[config.mk]
export PLATFORM = sky130hd
export DESIGN_NAME = ser_tx_top
export DESIGN_NICKNAME = d
export VERILOG_FILES = /design/src/design/ser_tx_pkg.sv /design/src/design/ser_tx_top.sv /design/src/design/ser_tx_status.sv /design/src/design/ser_tx_shifter.sv /design/src/design/ser_tx_regs.sv
export SDC_FILE = /design/constraint.sdc
export NUM_CORES = 1
export LEC_CHECK = 0
export BUFFER_PORTS_ARGS = -buffer_cell sky130_fd_sc_hd__buf_2
export CORE_ASPECT_RATIO = 1.2
export CORE_UTILIZATION = 58
export DETAILED_ROUTE_END_ITERATION = 7
export GPL_TIMING_DRIVEN = 1
export PLACE_DENSITY_LB_ADDON = 0.12
export SLEW_MARGIN = 10
export SYNTH_ARGS = -nofsm -noshare
export SYNTH_HDL_FRONTEND = slang
export SYNTH_SLANG_ARGS = --single-unit
[constraint.sdc]
create_clock -name clk -period 9.2 [get_ports clk]
set_input_delay 0.46 -clock clk [delete_from_list [all_inputs] [get_ports clk]]
set_output_delay 0.46 -clock clk [all_outputs]
set_load 0.1 [all_outputs]
[src/design/ser_tx_pkg.sv]
// ser_tx shared package with register map, field positions and common types
package ser_tx_pkg;

   // ##############################
   // widths
   // ##############################
   localparam int DATA_W = 32;
   localparam int SIZE_W = 6;
   localparam int DIV_W  = 16;
   localparam int CNT_W  = 16;
   localparam int ADDR_W = 4;

   // parallel word, bit count, rate divider, word count, bus address
   typedef logic [DATA_W-1:0] data_t;
   typedef logic [SIZE_W-1:0] size_t;
   typedef logic [DIV_W-1:0]  div_t;
   typedef logic [CNT_W-1:0]  count_t;
   typedef logic [ADDR_W-1:0] addr_t;

   // ##############################
   // register map
   // ##############################
   localparam addr_t REG_CTRL   = 4'h0;
   localparam addr_t REG_DATA   = 4'h4;
   localparam addr_t REG_STATUS = 4'h8;

   // word index of each register (address bits 3:2)
   localparam logic [1:0] SEL_CTRL   = REG_CTRL[3:2];
   localparam logic [1:0] SEL_DATA   = REG_DATA[3:2];
   localparam logic [1:0] SEL_STATUS = REG_STATUS[3:2];

   // control fields
   localparam int CTRL_LSB_BIT  = 0;
   localparam int CTRL_FILL_BIT = 1;
   localparam int CTRL_SIZE_LO  = 8;
   localparam int CTRL_DIV_LO   = 16;

   // status fields
   localparam int STAT_BUSY_BIT = 0;
   localparam int STAT_OVR_BIT  = 1;
   localparam int STAT_CNT_LO   = 16;

   // every access answers okay
   localparam logic [1:0] RESP_OKAY = 2'b00;

endpackage
[src/design/ser_tx_top.sv]
// ser_tx top level connecting decode, execute and result stages
`timescale 1ns/1ns

module ser_tx_top import ser_tx_pkg::*; (
   input  logic                clk,
   input  logic                nreset,
   // AXI4-Lite slave
   input  addr_t               awaddr,
   input  logic                awvalid,
   output logic                awready,
   input  data_t               wdata,
   input  logic [DATA_W/8-1:0] wstrb,
   input  logic                wvalid,
   output logic                wready,
   output logic [1:0]          bresp,
   output logic                bvalid,
   input  logic                bready,
   input  addr_t               araddr,
   input  logic                arvalid,
   output logic                arready,
   output data_t               rdata,
   output logic [1:0]          rresp,
   output logic                rvalid,
   input  logic                rready,
   // serial outputs
   output logic                ser_data,
   output logic                ser_strobe,
   output logic                ser_busy
);

   // regs to shifter
   logic       load;
   data_t      load_data;
   logic       lsbfirst;
   logic       fill;
   size_t      datasize;
   div_t       divider;

   // regs and status
   logic       clr_ovr;
   logic [1:0] rd_sel;
   data_t      ctrl_value;
   data_t      rd_value;

   // shifter to status
   logic       busy;
   logic       done;
   logic       overrun_pulse;

   // ##############################
   // decode
   // ##############################
   ser_tx_regs u_regs (
      .clk        (clk),
      .nreset     (nreset),
      .awaddr     (awaddr),
      .awvalid    (awvalid),
      .awready    (awready),
      .wdata      (wdata),
      .wstrb      (wstrb),
      .wvalid     (wvalid),
      .wready     (wready),
      .bresp      (bresp),
      .bvalid     (bvalid),
      .bready     (bready),
      .araddr     (araddr),
      .arvalid    (arvalid),
      .arready    (arready),
      .rdata      (rdata),
      .rresp      (rresp),
      .rvalid     (rvalid),
      .rready     (rready),
      .load       (load),
      .load_data  (load_data),
      .lsbfirst   (lsbfirst),
      .fill       (fill),
      .datasize   (datasize),
      .divider    (divider),
      .clr_ovr    (clr_ovr),
      .rd_sel     (rd_sel),
      .ctrl_value (ctrl_value),
      .rd_value   (rd_value)
   );

   // ##############################
   // execute
   // ##############################
   ser_tx_shifter u_shifter (
      .clk           (clk),
      .nreset        (nreset),
      .load          (load),
      .load_data     (load_data),
      .lsbfirst      (lsbfirst),
      .fill          (fill),
      .datasize      (datasize),
      .divider       (divider),
      .ser_data      (ser_data),
      .ser_strobe    (ser_strobe),
      .busy          (busy),
      .done          (done),
      .overrun_pulse (overrun_pulse)
   );

   // result
   ser_tx_status u_status (
      .clk           (clk),
      .nreset        (nreset),
      .busy          (busy),
      .done          (done),
      .overrun_pulse (overrun_pulse),
      .clr_ovr       (clr_ovr),
      .rd_sel        (rd_sel),
      .ctrl_value    (ctrl_value),
      .rd_value      (rd_value)
   );

   // transfer in progress
   assign ser_busy = busy;

endmodule

[src/design/ser_tx_status.sv]
// ser_tx result stage: done counter, sticky overrun flag and read data mux
`timescale 1ns/1ns

module ser_tx_status import ser_tx_pkg::*; (
   input  logic       clk,
   input  logic       nreset,
   // from shifter
   input  logic       busy,
   input  logic       done,
   input  logic       overrun_pulse,
   // from regs
   input  logic       clr_ovr,
   input  logic [1:0] rd_sel,
   input  data_t      ctrl_value,
   // back to regs
   output data_t      rd_value
);

   count_t done_cnt;
   logic   ovr;
   data_t  status_word;

   // ##############################
   // counters and flags
   // ##############################

   // completed words, wraps at 16 bits
   always_ff @(posedge clk or negedge nreset) begin
      if (!nreset) begin
         done_cnt <= '0;
      end else if (done) begin
         done_cnt <= done_cnt + count_t'(1);
      end
   end

   // sticky overrun
   // set beats clear in the same cycle
   always_ff @(posedge clk or negedge nreset) begin
      if (!nreset) begin
         ovr <= 1'b0;
      end else if (overrun_pulse) begin
         ovr <= 1'b1;
      end else if (clr_ovr) begin
         ovr <= 1'b0;
      end
   end

   // ##############################
   // read mux
   // ##############################

   // status word assembly
   always_comb begin
      status_word                           = '0;
      status_word[STAT_BUSY_BIT]            = busy;
      status_word[STAT_OVR_BIT]             = ovr;
      status_word[STAT_CNT_LO +: CNT_W]     = done_cnt;
   end

   // data register and unmapped space read zero
   always_comb begin
      case (rd_sel)
         SEL_CTRL:   rd_value = ctrl_value;
         SEL_STATUS: rd_value = status_word;
         default:    rd_value = '0;
      endcase
   end

endmodule

[src/design/ser_tx_shifter.sv]
// ser_tx execute stage: rate divider, bit counter and shift register
`timescale 1ns/1ns

module ser_tx_shifter import ser_tx_pkg::*; (
   input  logic  clk,
   input  logic  nreset,
   // load and settings from regs
   input  logic  load,
   input  data_t load_data,
   input  logic  lsbfirst,
   input  logic  fill,
   input  size_t datasize,
   input  div_t  divider,
   // serial line
   output logic  ser_data,
   output logic  ser_strobe,
   // to status
   output logic  busy,
   output logic  done,
   output logic  overrun_pulse
);

   // shift register and bits left
   data_t shreg;
   size_t count;

   // settings latched at load
   logic  order_q;
   div_t  div_q;

   // rate counter
   div_t  rate_cnt;
   logic  start;
   logic  strobe;

   // ##############################
   // control
   // ##############################

   // busy while bits remain
   assign busy  = |count;
   assign start = load & ~busy;

   // dropped word, status keeps the flag
   assign overrun_pulse = load & busy;

   // last cycle of each bit period
   assign strobe     = busy & (rate_cnt == div_q);
   assign ser_strobe = strobe;

   always_ff @(posedge clk or negedge nreset) begin
      if (!nreset) begin
         count    <= '0;
         rate_cnt <= '0;
         order_q  <= 1'b0;
         div_q    <= '0;
      end else if (start) begin
         count    <= datasize;
         rate_cnt <= '0;
         order_q  <= lsbfirst;
         div_q    <= divider;
      end else if (strobe) begin
         count    <= count - 1'b1;
         rate_cnt <= '0;
      end else if (busy) begin
         rate_cnt <= rate_cnt + 1'b1;
      end
   end

   // pulse right after the final strobe, busy drops here too
   always_ff @(posedge clk or negedge nreset) begin
      if (!nreset) begin
         done <= 1'b0;
      end else begin
         done <= strobe && (count == size_t'(1));
      end
   end

   // ##############################
   // shift register
   // ##############################

   // shift toward the output end, fill enters behind
   always_ff @(posedge clk) begin
      if (start) begin
         shreg <= load_data;
      end else if (strobe && order_q) begin
         shreg <= {fill, shreg[DATA_W-1:1]};
      end else if (strobe) begin
         shreg <= {shreg[DATA_W-2:0], fill};
      end
   end

   // idle line rests at fill level
   always_comb begin
      if (!busy) begin
         ser_data = fill;
      end else if (order_q) begin
         ser_data = shreg[0];
      end else begin
         ser_data = shreg[DATA_W-1];
      end
   end

endmodule

[src/design/ser_tx_regs.sv]
// ser_tx decode stage: AXI4-Lite slave, control register, load and clear strobes
`timescale 1ns/1ns

module ser_tx_regs import ser_tx_pkg::*; (
   input  logic                clk,
   input  logic                nreset,
   // write address channel
   input  addr_t               awaddr,
   input  logic                awvalid,
   output logic                awready,
   // write data channel
   input  data_t               wdata,
   input  logic [DATA_W/8-1:0] wstrb,
   input  logic                wvalid,
   output logic                wready,
   // write response channel
   output logic [1:0]          bresp,
   output logic                bvalid,
   input  logic                bready,
   // read address channel
   input  addr_t               araddr,
   input  logic                arvalid,
   output logic                arready,
   // read data channel
   output data_t               rdata,
   output logic [1:0]          rresp,
   output logic                rvalid,
   input  logic                rready,
   // to shifter
   output logic                load,
   output data_t               load_data,
   output logic                lsbfirst,
   output logic                fill,
   output size_t               datasize,
   output div_t                divider,
   // to and from status
   output logic                clr_ovr,
   output logic [1:0]          rd_sel,
   output data_t               ctrl_value,
   input  data_t               rd_value
);

   // handshakes
   logic       wr_fire;
   logic       rd_fire;
   logic [1:0] wr_sel;

   // control register image
   data_t      ctrl_q;

   // read data capture
   logic       rd_first;
   data_t      rd_hold;

   // ##############################
   // write channel
   // ##############################

   // one write outstanding, back-pressure while response waits
   assign awready = ~bvalid;
   assign wready  = ~bvalid;

   // address and data must arrive together
   assign wr_fire = awvalid & wvalid & awready & wready;
   assign wr_sel  = awaddr[3:2];

   // full-word writes only, byte strobes not decoded
   assign bresp = RESP_OKAY;

   always_ff @(posedge clk or negedge nreset) begin
      if (!nreset) begin
         bvalid <= 1'b0;
      end else if (wr_fire) begin
         bvalid <= 1'b1;
      end else if (bready) begin
         bvalid <= 1'b0;
      end
   end

   // control register, reads back as written
   always_ff @(posedge clk or negedge nreset) begin
      if (!nreset) begin
         ctrl_q <= '0;
      end else if (wr_fire && wr_sel == SEL_CTRL) begin
         ctrl_q <= wdata;
      end
   end

   // strobes line up with bvalid rising
   always_ff @(posedge clk or negedge nreset) begin
      if (!nreset) begin
         load    <= 1'b0;
         clr_ovr <= 1'b0;
      end else begin
         load    <= wr_fire && (wr_sel == SEL_DATA);
         clr_ovr <= wr_fire && (wr_sel == SEL_STATUS) && wdata[STAT_OVR_BIT];
      end
   end

   // data word payload
   always_ff @(posedge clk) begin
      if (wr_fire && wr_sel == SEL_DATA) begin
         load_data <= wdata;
      end
   end

   // control fields out
   assign lsbfirst   = ctrl_q[CTRL_LSB_BIT];
   assign fill       = ctrl_q[CTRL_FILL_BIT];
   assign datasize   = ctrl_q[CTRL_SIZE_LO +: SIZE_W];
   assign divider    = ctrl_q[CTRL_DIV_LO +: DIV_W];
   assign ctrl_value = ctrl_q;

   // ##############################
   // read channel
   // ##############################

   assign arready = ~rvalid;
   assign rd_fire = arvalid & arready;
   assign rresp   = RESP_OKAY;

   // index latched with the handshake, status mux does the rest
   always_ff @(posedge clk or negedge nreset) begin
      if (!nreset) begin
         rvalid   <= 1'b0;
         rd_first <= 1'b0;
         rd_sel   <= '0;
      end else begin
         rd_first <= rd_fire;
         if (rd_fire) begin
            rvalid <= 1'b1;
            rd_sel <= araddr[3:2];
         end else if (rready) begin
            rvalid <= 1'b0;
         end
      end
   end

   // snapshot at first data cycle
   always_ff @(posedge clk) begin
      if (rd_first) begin
         rd_hold <= rd_value;
      end
   end

   // live value in first cycle then frozen until rready
   assign rdata = rd_first ? rd_value : rd_hold;

endmodule

==> results of run 1 <==
-- worst paths after layout --
| kind | end | slack [ps] | startpoint |
|---|---|---|---|
| worst min-delay path | u_shifter.div_q[11] | 10 | nreset |
| worst min register to register | u_status.ovr | 440 | u_regs.clr_ovr |
| worst max-delay path | u_shifter.shreg[24] | 5400 | u_shifter.count[3] |
| max in group asynchronous | u_shifter.order_q | 8070 | nreset |
| min in group clk | u_regs.rvalid | 200 | rready |
| worst max register to register | u_shifter.shreg[24] | 5400 | u_shifter.count[3] |
-- layout by cell type (no fill, tap or decap), drive strengths merged, types with 2 or more instances in the layout --
cell type	n
clkbuf	18
o22ai	19
nor3b	3
mux2i	19
inv	45
a41oi	2
o21ai	22
and4	2
dfxtp	32
nand3	16
mux2	36
buf	91
o211ai	30
ha	4
a21oi	3
a221o	2
nor2b	2
a211oi	3
conb	4
and3	5
nor3	7
nand2b	2
nor4	5
xnor2	11
nand4	41
clkinv	6
xor2	32
nor2	26
bufinv	3
a31oi	3
nand2	143
edfxtp	64
clkinvlp	2
dfrtp	96
-- synthesized netlist by cell type (2+ instances only) --
master and count:
sky130_fd_sc_hd__a211oi_1 3, sky130_fd_sc_hd__a21oi_1 3, sky130_fd_sc_hd__a221o_1 2, sky130_fd_sc_hd__a31oi_1 3, sky130_fd_sc_hd__a41oi_1 2, sky130_fd_sc_hd__and3_1 5
sky130_fd_sc_hd__and4_1 2, sky130_fd_sc_hd__buf_1 2, sky130_fd_sc_hd__buf_2 13, sky130_fd_sc_hd__buf_4 8, sky130_fd_sc_hd__buf_6 2, sky130_fd_sc_hd__clkbuf_1 20
sky130_fd_sc_hd__dfrtp_1 96, sky130_fd_sc_hd__dfxtp_1 32, sky130_fd_sc_hd__edfxtp_1 64, sky130_fd_sc_hd__ha_1 4, sky130_fd_sc_hd__inv_1 41, sky130_fd_sc_hd__mux2_2 36
sky130_fd_sc_hd__mux2i_1 19, sky130_fd_sc_hd__nand2_1 143, sky130_fd_sc_hd__nand2b_1 2, sky130_fd_sc_hd__nand3_1 16, sky130_fd_sc_hd__nand4_1 40, sky130_fd_sc_hd__nor2_1 25
sky130_fd_sc_hd__nor2b_1 2, sky130_fd_sc_hd__nor3_1 7, sky130_fd_sc_hd__nor3b_1 3, sky130_fd_sc_hd__nor4_2 3, sky130_fd_sc_hd__o211ai_1 30, sky130_fd_sc_hd__o21ai_0 21
sky130_fd_sc_hd__o22ai_1 19, sky130_fd_sc_hd__xnor2_1 11, sky130_fd_sc_hd__xor2_1 32
-- kinds of logic after synthesis --
| logic type | synth area share |
|---|---|
| AOI/OAI and AO/OA | 0.0731 |
| xor gates and xnor gates | 0.0460 |
| adders and majority gates | 0.00612 |
| buffers and inverters | 0.0474 |
| DFF | 0.607 |
| muxes | 0.0728 |
| other | 0.000458 |
| and+or+nand+nor | 0.147 |
-- report_power, final --
part           total, mW  switching (mW)  leakage (nW)  internal [mW]
combinational      0.857           0.632          1.64          0.224
clock              0.745           0.317         0.290          0.428
sequential          1.25           0.145          2.10           1.11
total               2.85            1.10          4.03           1.76
-- layout make-up --
cell class	instances	share of cell area
Sequential cell	192	0.535
Multi-Input combinational cell	452	0.309
Timing Repair Buffer	91	0.0518
Clock buffer	18	0.0463
Tap cell	171	0.0231
Clock inverter	14	0.0175
Inverter	42	0.0170
-- worst register-to-register path, stage by stage, from the launching register on --
cell and delay [ps]:
sky130_fd_sc_hd__dfrtp_1 440, sky130_fd_sc_hd__or3_1 420, sky130_fd_sc_hd__nor2_1 780, sky130_fd_sc_hd__inv_2 600, sky130_fd_sc_hd__nor2_4 1050, sky130_fd_sc_hd__a41oi_1 140
sky130_fd_sc_hd__a21oi_1 220
-- per-stage QoR --
step           instance area [um^2]  utilization
6_report                       9280        0.674
5_1_grt                        9280        0.674
4_1_cts                        9280        0.674
3_5_place_dp                   8680        0.631
3_3_place_gp                   8680        0.631
2_1_floorplan                  8190            -
-- registers in the layout, summed over array words and instances, names as in the netlist --
| register | flops |
|---|---|
| u_regs.bvalid | 1 |
| u_regs.clr_ovr | 1 |
| u_regs.ctrl_value | 32 |
| u_regs.load | 1 |
| u_regs.load_data | 32 |
| u_regs.rd_first | 1 |
| u_regs.rd_hold | 32 |
| u_regs.rd_sel | 2 |
| u_regs.rvalid | 1 |
| u_shifter.count | 6 |
| u_shifter.div_q | 16 |
| u_shifter.done | 1 |
| u_shifter.order_q | 1 |
| u_shifter.rate_cnt | 16 |
| u_shifter.shreg | 32 |
| u_status.done_cnt | 16 |
| u_status.ovr | 1 |
-- routing by layer --
| layer | global-route usage | routed length [um] | part of all wire |
|---|---|---|---|
| met1 | 0.357 | 7840 | 0.44 |
| met2 | 0.405 | 8850 | 0.50 |
| met3 | 0.0510 | 900 | 0.051 |
| met4 | 0.0785 | 197 | 0.011 |
| met5 | 0 | 13 | 0.00073 |
==> impl_summary.txt, run 1 <==
----------------------------------------------------
[Power]
  Worst vdd rail ir drop ... roughly 0.26 mV
  Power density of the placed cells ... 308 nW/um^2
  Total design power ... between 2 and 3 mW
  Static leakage power ... roughly 4.0 nW

[Routing]
  Post-detailed-route wirelength per cell ... between 15 and 20 um
  Routed Wire Length ... 17,800 um
  Drt pass-1 iters ... 6
  Number of remaining DRC errors ... 0
  Routed Antenna Nets ... 0
  Count of vias placed by the detailed router ... between 5,000 and 6,000
  DR vias/cell ... 5.91
  Count of routing violations after the opening detailed-route iteration ... around 470

[GRT]
  Initial antenna violation count ... 1
  Wire length of the first global-routing pass ... 29,500 um
  Global route overflow ... 0
  Largest net degree at the start of global routing ... 56
  Vias in the first global route ... just under 6,000
  Combined global-route utilization of all metal layers ... 0.255

[Clocking]
  Post-cts repair resize count ... 0
  Cell at the root of the clock tree ... sky130_fd_sc_hd__clkbuf_16
  Number of clock sinks ... between 150 and 200
  Number of levels the H-tree was split into ... 4
  CTS clock-pin slew for the worst setup and hold paths ... ~70 ps
  Clock tree from TritonCTS ... yes
  Cts bufs inserted ... 17
  Clock network latency to the later pin of the worst-skew pair ... about 430 ps
  CTS Hold Bufs ... 0
  Number of setup buffers added after CTS ... 0
  Max Buffers Root-to-Sink ... 2

[Synthesis]
  Number of distinct library cell variants in the gate-level netlist after synthesis ... 50
  Number of warnings issued by yosys ... 0
  Mean cell area of the mapped netlist ... roughly 11 um^2
  EDFF count, synth ... 64
  Share of flip-flops with an asynchronous set or reset ... 0.500
  Yosys top cell area share ... 0.294
  Post-Syn Instances ... between 700 and 800
  Area contributors post-synth ... sky130_fd_sc_hd__dfrtp_1, sky130_fd_sc_hd__edfxtp_1, sky130_fd_sc_hd__dfxtp_1
  Cell taking the most area after synthesis ... sky130_fd_sc_hd__dfrtp_1
  Dominant register cell in the synthesized netlist ... sky130_fd_sc_hd__dfrtp_1
  Sequential-to-total area share from yosys stat ... 0.607
  Area of the mapped netlist ... just over 8000 um^2
  Flop and latch count out of synthesis ... ~190

[STA]
  Tmin final ... 3800 ps
  Final setup slack of the worst path ... roughly 5400 ps
  Unrepaired setup endpoints after global routing ... false
  Period utilization ... 0.413
  Fin Hold WS ... 14.3 ps
  Worst-case headroom to the max-slew limit ... 0.220
  Setup Viol. Count Final ... 0
  Final setup TNS ... 0 ps
  Number of max-slew violations in the final report ... 0
  Top achievable clock speed ... between 200 and 300 MHz
  Actual slew at the worst max-slew pin ... approximately 1200 ps
  Skew final ... roughly 7.8 ps
  Hold Violations, Final ... 0

[Critical path]
  Crit. path cell count ... 6
  Register-to-Register Path Depth ... 6
  Start-to-end type of the worst setup path ... flip-flop to flip-flop
  Element type at the critical path end ... flip-flop
  Dominant delay contributor by cell family on the critical path ... simple AND/OR/NAND/NOR gates
  Req. time, crit path ... ~9500 ps
  Critical path cell sequence ... or3_1 > nor2_1 > inv_2 > nor2_4 > a41oi_1 > a21oi_1
  Worst EP arrival ... ~4100 ps
  Slowest cell delay on critical path ... around 1100 ps
  Crit path buffers/inverters ... 1
  Maximum fanout count along the critical path ... 54
  Slowest cell on the critical path ... sky130_fd_sc_hd__nor2_4
  Sort of element at the start of the critical path ... flip-flop

[Floorplanning]
  Top-level I/O count ... 95
  Row count ... between 40 and 50
  Core Area ... 13,800 um^2
  Die W ... around 110 um
  Effective utilization at floorplan ... 0.595
  DIE AREA ... roughly 15,000 um^2
  DIE HEIGHT ... 132 um

[Final layout]
  Storage element area ... between 4000 and 5000 um^2
  Proportion of layout cells with a drive suffix above 1 ... 0.206
  Filler Cells Inserted ... 1,077
  Area growth from synthesis to layout ... 13.4%
  Non-filler instance count after layout ... about 1,000
  Ant diodes ... 0
  Multi-input combinational cell area ... about 2900 um^2
  Number of nets in the layout ... approximately 850

[Min path]
  Hold Path Class ... input port to async pin

[Place]
  HPWL after detailed placement ... ~12,000 um
  Post-Place Worst Slack ... approximately 5400 ps
  Number of placed instances with taps included ... between 900 and 1,000
  Port Buffer Count ... 82
  Gpl congestion ... slightly above 0.8

[Run]
  Number of maximum-capacitance constraint violations ... 0

[Run status]
  Status ... completed

----------------------------------------------------
(Power assumes the default switching activity.)
==> run 2, diff against run 1 <==
--- a/config.mk
+++ b/config.mk
@@ -7,7 +7,7 @@
 export LEC_CHECK = 0
 export BUFFER_PORTS_ARGS = -buffer_cell sky130_fd_sc_hd__buf_2
 export CORE_ASPECT_RATIO = 1.2
-export CORE_UTILIZATION = 58
+export CORE_UTILIZATION = 52
 export DETAILED_ROUTE_END_ITERATION = 7
 export GPL_TIMING_DRIVEN = 1
 export PLACE_DENSITY_LB_ADDON = 0.12
==> constraint.sdc (replaced) <==
create_clock -name clk -period 3.22 [get_ports clk]
set_input_delay 0.161 -clock clk [delete_from_list [all_inputs] [get_ports clk]]
set_output_delay 0.161 -clock clk [all_outputs]
set_load 0.1 [all_outputs]
==> run 2 against run 1 <==
Effect of this change: clock-buffer cell count grew 6; clock power increased to 2.8 times the previous value; via count rose by 2.2%; largest cell class unchanged; wire length is 0.39% higher; highest routed layer is now met4; first-iteration DRC count fell by 0.85%; sequential share of layout area down 3.9 points; global-route usage fell by 1.5 points; die area up 11%; cell count is 8.2% higher; hold slack better by 19 ps; design area grew 7.9%.
==> impl_summary.txt, run 2 (synthesis gave the netlist of run 1 again) <==
----------------------------------------------------
[Run status]
  Status ... completed

[GRT]
  Global route overflow ... 0 (unchanged)
  Initial antenna violation count ... 0 (-1)
  Combined global-route utilization of all metal layers ... 0.240 (-0.0152)
  Wire length of the first global-routing pass ... 30,000 um (+1.5%)
  Largest net degree at the start of global routing ... 80 (+43%)
  Vias in the first global route ... 6,066 (+5.0%)

[STA]
  Number of max-slew violations in the final report ... 0 (unchanged)
  Hold Violations, Final ... 0 (unchanged)
  Unrepaired setup endpoints after global routing ... false
  Tmin final ... roughly 2800 ps
  Setup Viol. Count Final ... 0 (unchanged)
  Worst-case headroom to the max-slew limit ... 0.303 (+0.0832)
  Actual slew at the worst max-slew pin ... 1050 ps (-122 ps)
  Period utilization ... 0.885
  Final setup TNS ... 0 ps (unchanged)
  Top achievable clock speed ... approximately 350 MHz
  Skew final ... 7.74 ps (-0.0869 ps)

[Routing]
  Number of remaining DRC errors ... 0 (unchanged)
  Post-detailed-route wirelength per cell ... 16.9 um (-7.2%)
  Count of routing violations after the opening detailed-route iteration ... 469 (-0.85%)
  Routed Wire Length ... 17,900 um (+0.39%)
  Total routed wire length on the met1 layer ... 8000 um (+1.9%)
  Sum of met3 wire segment lengths after detailed routing ... 769 um (-15%)
  Sum of met2 wire segment lengths after detailed routing ... 8770 um (-0.88%)
  Drt pass-1 iters ... 5 (-1)
  Top sig layer ... met4
  Count of vias placed by the detailed router ... 5,918 (+2.2%)
  DR vias/cell ... 5.58 (-5.5%)
  Routed Antenna Nets ... 0 (unchanged)

[Critical path]
  Element type at the critical path end ... output port
  Worst EP arrival ... 2690 ps (-1380 ps)
  Req. time, crit path ... 3060 ps (-6410 ps)
  Sort of element at the start of the critical path ... flip-flop
  Maximum fanout count along the critical path ... 10 (-81%)
  Worst setup slack for register-to-register paths ... 760 ps (-4640 ps)
  Start-to-end type of the worst setup path ... flip-flop to output port

[Place]
  Gpl congestion ... 0.816 (+1.3%)
  Port Buffer Count ... 82 (unchanged)
  HPWL after detailed placement ... 12,300 um (+2.8%)

[Floorplanning]
  Effective utilization at floorplan ... 0.538 (-0.0565)
  Row count ... 49 (+4.3%)
  Core Area ... 15,200 um^2 (+10%)
  Top-level I/O count ... 95 (unchanged)
  Die W ... 117 um (+5.5%)
  DIE HEIGHT ... 139 um (+5.5%)
  DIE AREA ... 16,200 um^2 (+11%)

[Power]
  Power density of the placed cells ... 827 nW/um^2 (+170%)
  Total design power ... 8.28 mW (+190%)
  Worst vdd rail ir drop ... 0.525 mV (+100%)
  Static leakage power ... 4.29 nW (+6.5%)

[Clocking]
  CTS clock-pin slew for the worst setup and hold paths ... 70 ps (about the same)
  Post-cts repair resize count ... 0 (unchanged)
  Cell at the root of the clock tree ... sky130_fd_sc_hd__clkbuf_16
  Number of levels the H-tree was split into ... 4 (unchanged)
  Max Buffers Root-to-Sink ... 2 (unchanged)
  Clock tree from TritonCTS ... yes
  Number of setup buffers added after CTS ... 0 (unchanged)
  Number of clock sinks ... 192 (unchanged)
  Cts bufs inserted ... 17 (unchanged)
  Clock network latency to the later pin of the worst-skew pair ... 430 ps (about the same)

[Final layout]
  Number of nets in the layout ... 898 (+5.5%)
  Leading cell type in the layout, fill and taps excluded ... sky130_fd_sc_hd__nand2_1
  Proportion of layout cells with a drive suffix above 1 ... 0.207 (+0.000348)
  Ant diodes ... 0 (unchanged)
  Commonest cells after routing, fill and taps aside ... sky130_fd_sc_hd__nand2_1, sky130_fd_sc_hd__dfrtp_1, sky130_fd_sc_hd__buf_2
  Area growth from synthesis to layout ... 22.3%

[Run]
  Number of maximum-capacitance constraint violations ... 0 (unchanged)

[Min path]
  Hold Path Class ... input port to flip-flop

----------------------------------------------------
run 2: per-stage QoR:
step	instance area [um^2]	util	worst slack (ps)	std cells	hold WS (ps)
final	10000	0.658	370	1060	33.2
after detailed placement	9020	0.593	766	989	345
after floorplan	8210	-	91.4	731	-135
after global routing	10000	0.658	285	1060	21.0
after CTS	10000	0.658	379	1060	15.1
after global placement	9020	0.593	816	989	335
run 2: critical path, cell delays in order (launching register included):
cell	delay, ps
sky130_fd_sc_hd__dfrtp_1	450
sky130_fd_sc_hd__xor2_1	200
sky130_fd_sc_hd__nor4_2	350
sky130_fd_sc_hd__nand4_2	380
sky130_fd_sc_hd__nor2_1	380
sky130_fd_sc_hd__buf_2	500
run 2: final timing paths:
check                                         to  depth (start not counted)             startpoint
setup / recovery                      ser_strobe                          5  u_shifter.rate_cnt[6]
hold / removal                   u_regs.rd_first                          2                arvalid
setup reg to reg             u_shifter.shreg[14]                          5  u_shifter.rate_cnt[6]
hold reg to reg                     u_status.ovr                          1         u_regs.clr_ovr
max in group asynchronous  u_regs.ctrl_value[13]                          3                 nreset
min in group asynchronous   u_status.done_cnt[9]                          2                 nreset
run 2: per-layer routing:
layer / track usage / up-vias
met1: 0.328 / 2940
met5: 0 / -
met2: 0.376 / 177
met3: 0.0475 / 29
met4: 0.0918 / 0
li1: - / 2772
run 2: final cells by class:
type | instances | area (um^2)
Multi-Input combinational cell | 452 | 2870
Tap cell | 204 | 255
Clock buffer | 24 | 534
Timing Repair Buffer | 138 | 1150
Sequential cell | 192 | 4960
Clock inverter | 8 | 62.6
Inverter | 42 | 161
Fill cell | 1234 | 5200
run 2: timing repair:
item                       CTS  global route
setup endpoints to repair    0             0
hold endpoints to repair   142             0
hold buffers                39             0
run 2: power by group:
| part | total (mW) | switching, mW | internal [mW] |
|---|---|---|---|
| clock | 2.07 | 0.896 | 1.17 |
| sequential | 3.57 | 0.410 | 3.16 |
| combinational | 2.64 | 1.82 | 0.817 |
==> run 3, diff against run 2 <==
--- a/config.mk
+++ b/config.mk
@@ -11,6 +11,7 @@
 export DETAILED_ROUTE_END_ITERATION = 7
 export GPL_TIMING_DRIVEN = 1
 export PLACE_DENSITY_LB_ADDON = 0.12
+export RECOVER_POWER = 100
 export SLEW_MARGIN = 10
 export SYNTH_ARGS = -nofsm -noshare
 export SYNTH_HDL_FRONTEND = slang
==> run 3 against run 2 <==
Effect of this change: the run now ends with max-capacitance violations, max-slew violations left; highest routed layer unchanged; sequential share of layout area increased by 0.38 points; first-iteration DRC count down 8.7%; design area decreased by 0.76%; cell count did not move; worst setup slack worse by 59 ps; core utilization decreased by 0.50 points.
==> impl_summary.txt, run 3 (synthesis gave the netlist of run 1 again) <==
----------------------------------------------------
[Final layout]
  Leading cell type in the layout, fill and taps excluded ... sky130_fd_sc_hd__nand2_1
  Multi-input combinational cell area ... 2860 um^2 (-0.65%)
  Storage element area ... 4960 um^2 (unchanged)
  Commonest cells after routing, fill and taps aside ... sky130_fd_sc_hd__nand2_1, sky130_fd_sc_hd__dfrtp_1, sky130_fd_sc_hd__edfxtp_1
  Ant diodes ... 0 (unchanged)
  Proportion of layout cells with a drive suffix above 1 ... 0.168 (-0.0386)
  Number of nets in the layout ... 898 (unchanged)
  Area growth from synthesis to layout ... 21.3%
  Filler Cells Inserted ... 1,262 (+2.3%)

[Critical path]
  Worst setup slack for register-to-register paths ... 330 ps (-430 ps)
  Element type at the critical path end ... output port
  Register-to-Register Path Depth ... 5 (unchanged)
  Start-to-end type of the worst setup path ... flip-flop to output port
  Sort of element at the start of the critical path ... flip-flop
  Maximum fanout count along the critical path ... 17 (+7)
  Slowest cell on the critical path ... sky130_fd_sc_hd__clkbuf_2
  Slowest cell delay on critical path ... 490 ps (about the same)
  Crit path buffers/inverters ... 5 (+4)
  Dominant delay contributor by cell family on the critical path ... buffers and inverters
  RR Startpoint ... u_shifter.rate_cnt[6]
  Capture instance of the worst register-to-register path ... u_shifter.shreg[14]
  Req. time, crit path ... 3060 ps (about the same)
  Critical path cell sequence ... inv_1 > ha_1 > nand2b_1 > nor2_1 > buf_4 > inv_1 > buf_4 > clkbuf_2
  Worst EP arrival ... 2750 ps (+60 ps)
  Crit. path cell count ... 8 (+3)

[Run status]
  Status ... complete, but fails checks
  Failing checks ... max-capacitance violations, max-slew violations

[GRT]
  Combined global-route utilization of all metal layers ... 0.240 (unchanged)
  Largest net degree at the start of global routing ... 80 (unchanged)
  Global route overflow ... 0 (unchanged)
  Initial antenna violation count ... 0 (unchanged)
  Wire length of the first global-routing pass ... 30,000 um (unchanged)
  Vias in the first global route ... 6,066 (unchanged)

[Routing]
  Post-detailed-route wirelength per cell ... 16.9 um (+0.32%)
  Count of vias placed by the detailed router ... 5,864 (-0.91%)
  Number of remaining DRC errors ... 0 (unchanged)
  Routed Wire Length ... 17,900 um (+0.32%)
  Routed Antenna Nets ... 0 (unchanged)
  Count of routing violations after the opening detailed-route iteration ... 428 (-8.7%)
  Drt pass-1 iters ... 5 (unchanged)
  DR vias/cell ... 5.53 (-0.91%)

[Min path]
  Hold Path Class ... input port to flip-flop
  Hold Crit Start ... arvalid
  Hold Crit Depth ... 2 (unchanged)
  Min-Delay Endpoint ... u_regs.rd_first

[Place]
  Port Buffer Count ... 82 (unchanged)
  Gpl congestion ... 0.816 (unchanged)
  HPWL after detailed placement ... 12,300 um (unchanged)
  Post-Place Worst Slack ... 766 ps (unchanged)

[Clocking]
  Max Buffers Root-to-Sink ... 2 (unchanged)
  Cts bufs inserted ... 17 (unchanged)
  Number of clock sinks ... 192 (unchanged)
  Post-cts repair resize count ... 0 (unchanged)
  Number of levels the H-tree was split into ... 4 (unchanged)
  Clock network latency to the later pin of the worst-skew pair ... 430 ps (about the same)
  CTS clock-pin slew for the worst setup and hold paths ... 70 ps (about the same)
  Cell at the root of the clock tree ... sky130_fd_sc_hd__clkbuf_16
  Clock tree from TritonCTS ... yes

[STA]
  Actual slew at the worst max-slew pin ... 2030 ps (+984 ps)
  Tmin final ... 2910 ps (+59.3 ps)
  Final setup slack of the worst path ... 311 ps (-59.3 ps)
  Hold Violations, Final ... 0 (unchanged)
  Skew final ... 9.41 ps (+1.67 ps)
  Period utilization ... 0.903 (+0.0184)
  Worst-case headroom to the max-slew limit ... -0.353 (-0.656)
  Setup Viol. Count Final ... 0 (unchanged)
  Unrepaired setup endpoints after global routing ... false
  Number of max-slew violations in the final report ... 80 (+80)
  Final setup TNS ... 0 ps (unchanged)
  Top achievable clock speed ... 344 MHz (-2.0%)

[Floorplanning]
  DIE AREA ... 16,200 um^2 (unchanged)
  Top-level I/O count ... 95 (unchanged)
  Die W ... 117 um (unchanged)
  DIE HEIGHT ... 139 um (unchanged)
  Row count ... 49 (unchanged)
  Effective utilization at floorplan ... 0.538 (unchanged)
  Core Area ... 15,200 um^2 (unchanged)

[Run]
  Number of maximum-capacitance constraint violations ... 1 (+1)

[Power]
  Worst vdd rail ir drop ... 0.519 mV (-1.3%)
  Static leakage power ... 4.19 nW (-2.4%)
  Power density of the placed cells ... 831 nW/um^2 (+0.52%)

----------------------------------------------------
## run 3: cell types whose count changed in the layout (fill, tap and decap cells not counted), moves of 7 or more
cell | previous run | this run
sky130_fd_sc_hd__buf_2 | 67 | 18
sky130_fd_sc_hd__buf_4 | 17 | 10
sky130_fd_sc_hd__clkbuf_1 | 1 | 31
sky130_fd_sc_hd__clkbuf_2 | 0 | 26
## run 3: worst reg2reg max path, stage by stage (launching register included)
cell and delay (ps):
sky130_fd_sc_hd__dfrtp_1 450, sky130_fd_sc_hd__xor2_1 200, sky130_fd_sc_hd__nor4_2 350, sky130_fd_sc_hd__nand4_2 350, sky130_fd_sc_hd__o21ai_1 890, sky130_fd_sc_hd__buf_12 310
## run 3: area by class of cell
class                           count  area share
Tap cell                          204      0.0257
Timing Repair Buffer              138       0.111
Inverter                           42      0.0160
Sequential cell                   192       0.500
Multi-Input combinational cell    452       0.288
Clock buffer                       24      0.0538
Clock inverter                      8     0.00630
## run 3: timing repair
item                                   4_1_cts  5_1_grt
buffers inserted                             0        0
endpoints found under the hold margin      142        0
hold buffers                                39        0
## run 3: how the worst max path moves through the flow
stage | startpoint | to
after global placement | u_shifter.rate_cnt[3] | u_shifter.shreg[10]
final | u_shifter.count[0] | ser_busy
after detailed placement | u_shifter.rate_cnt[6] | u_shifter.shreg[10]
after global routing | u_shifter.count[0] | ser_busy
after floorplan | u_regs.rd_first | u_regs.rd_hold[14]
after CTS | u_shifter.rate_cnt[6] | ser_strobe
## run 3: where the power goes
part / switching (mW) / internal (mW) / total [mW]
clock network: 0.896 / 1.17 / 2.07
registers: 0.410 / 3.16 / 3.57
logic: 1.82 / 0.800 / 2.62
total: 3.13 / 5.13 / 8.26
## run 3: per-layer routing
| metal | vias to the layer above | global-route usage | routed length [um] | share of wire |
|---|---|---|---|---|
| met1 | 2893 | 0.328 | 8090 | 0.45 |
| met2 | 172 | 0.376 | 8710 | 0.49 |
| met5 | - | 0 | 0 | 0 |
| li1 | 2768 | - | - | - |
| met3 | 31 | 0.0475 | 760 | 0.042 |
| met4 | 0 | 0.0918 | 364 | 0.020 |
## run 3: per-stage QoR
step / hold slack (ps) / utilization / std cells / total power [mW] / area (um^2)
after detailed placement: 345 / 0.593 / 989 / 6.21 / 9020
after global routing: 21.1 / 0.653 / 1060 / 8.62 / 9930
final: 31.7 / 0.653 / 1060 / 8.26 / 9930
after global placement: 335 / 0.593 / 989 / 6.11 / 9020
after floorplan: -135 / - / 731 / 5.48 / 8210
after CTS: 15.1 / 0.658 / 1060 / 8.32 / 10000
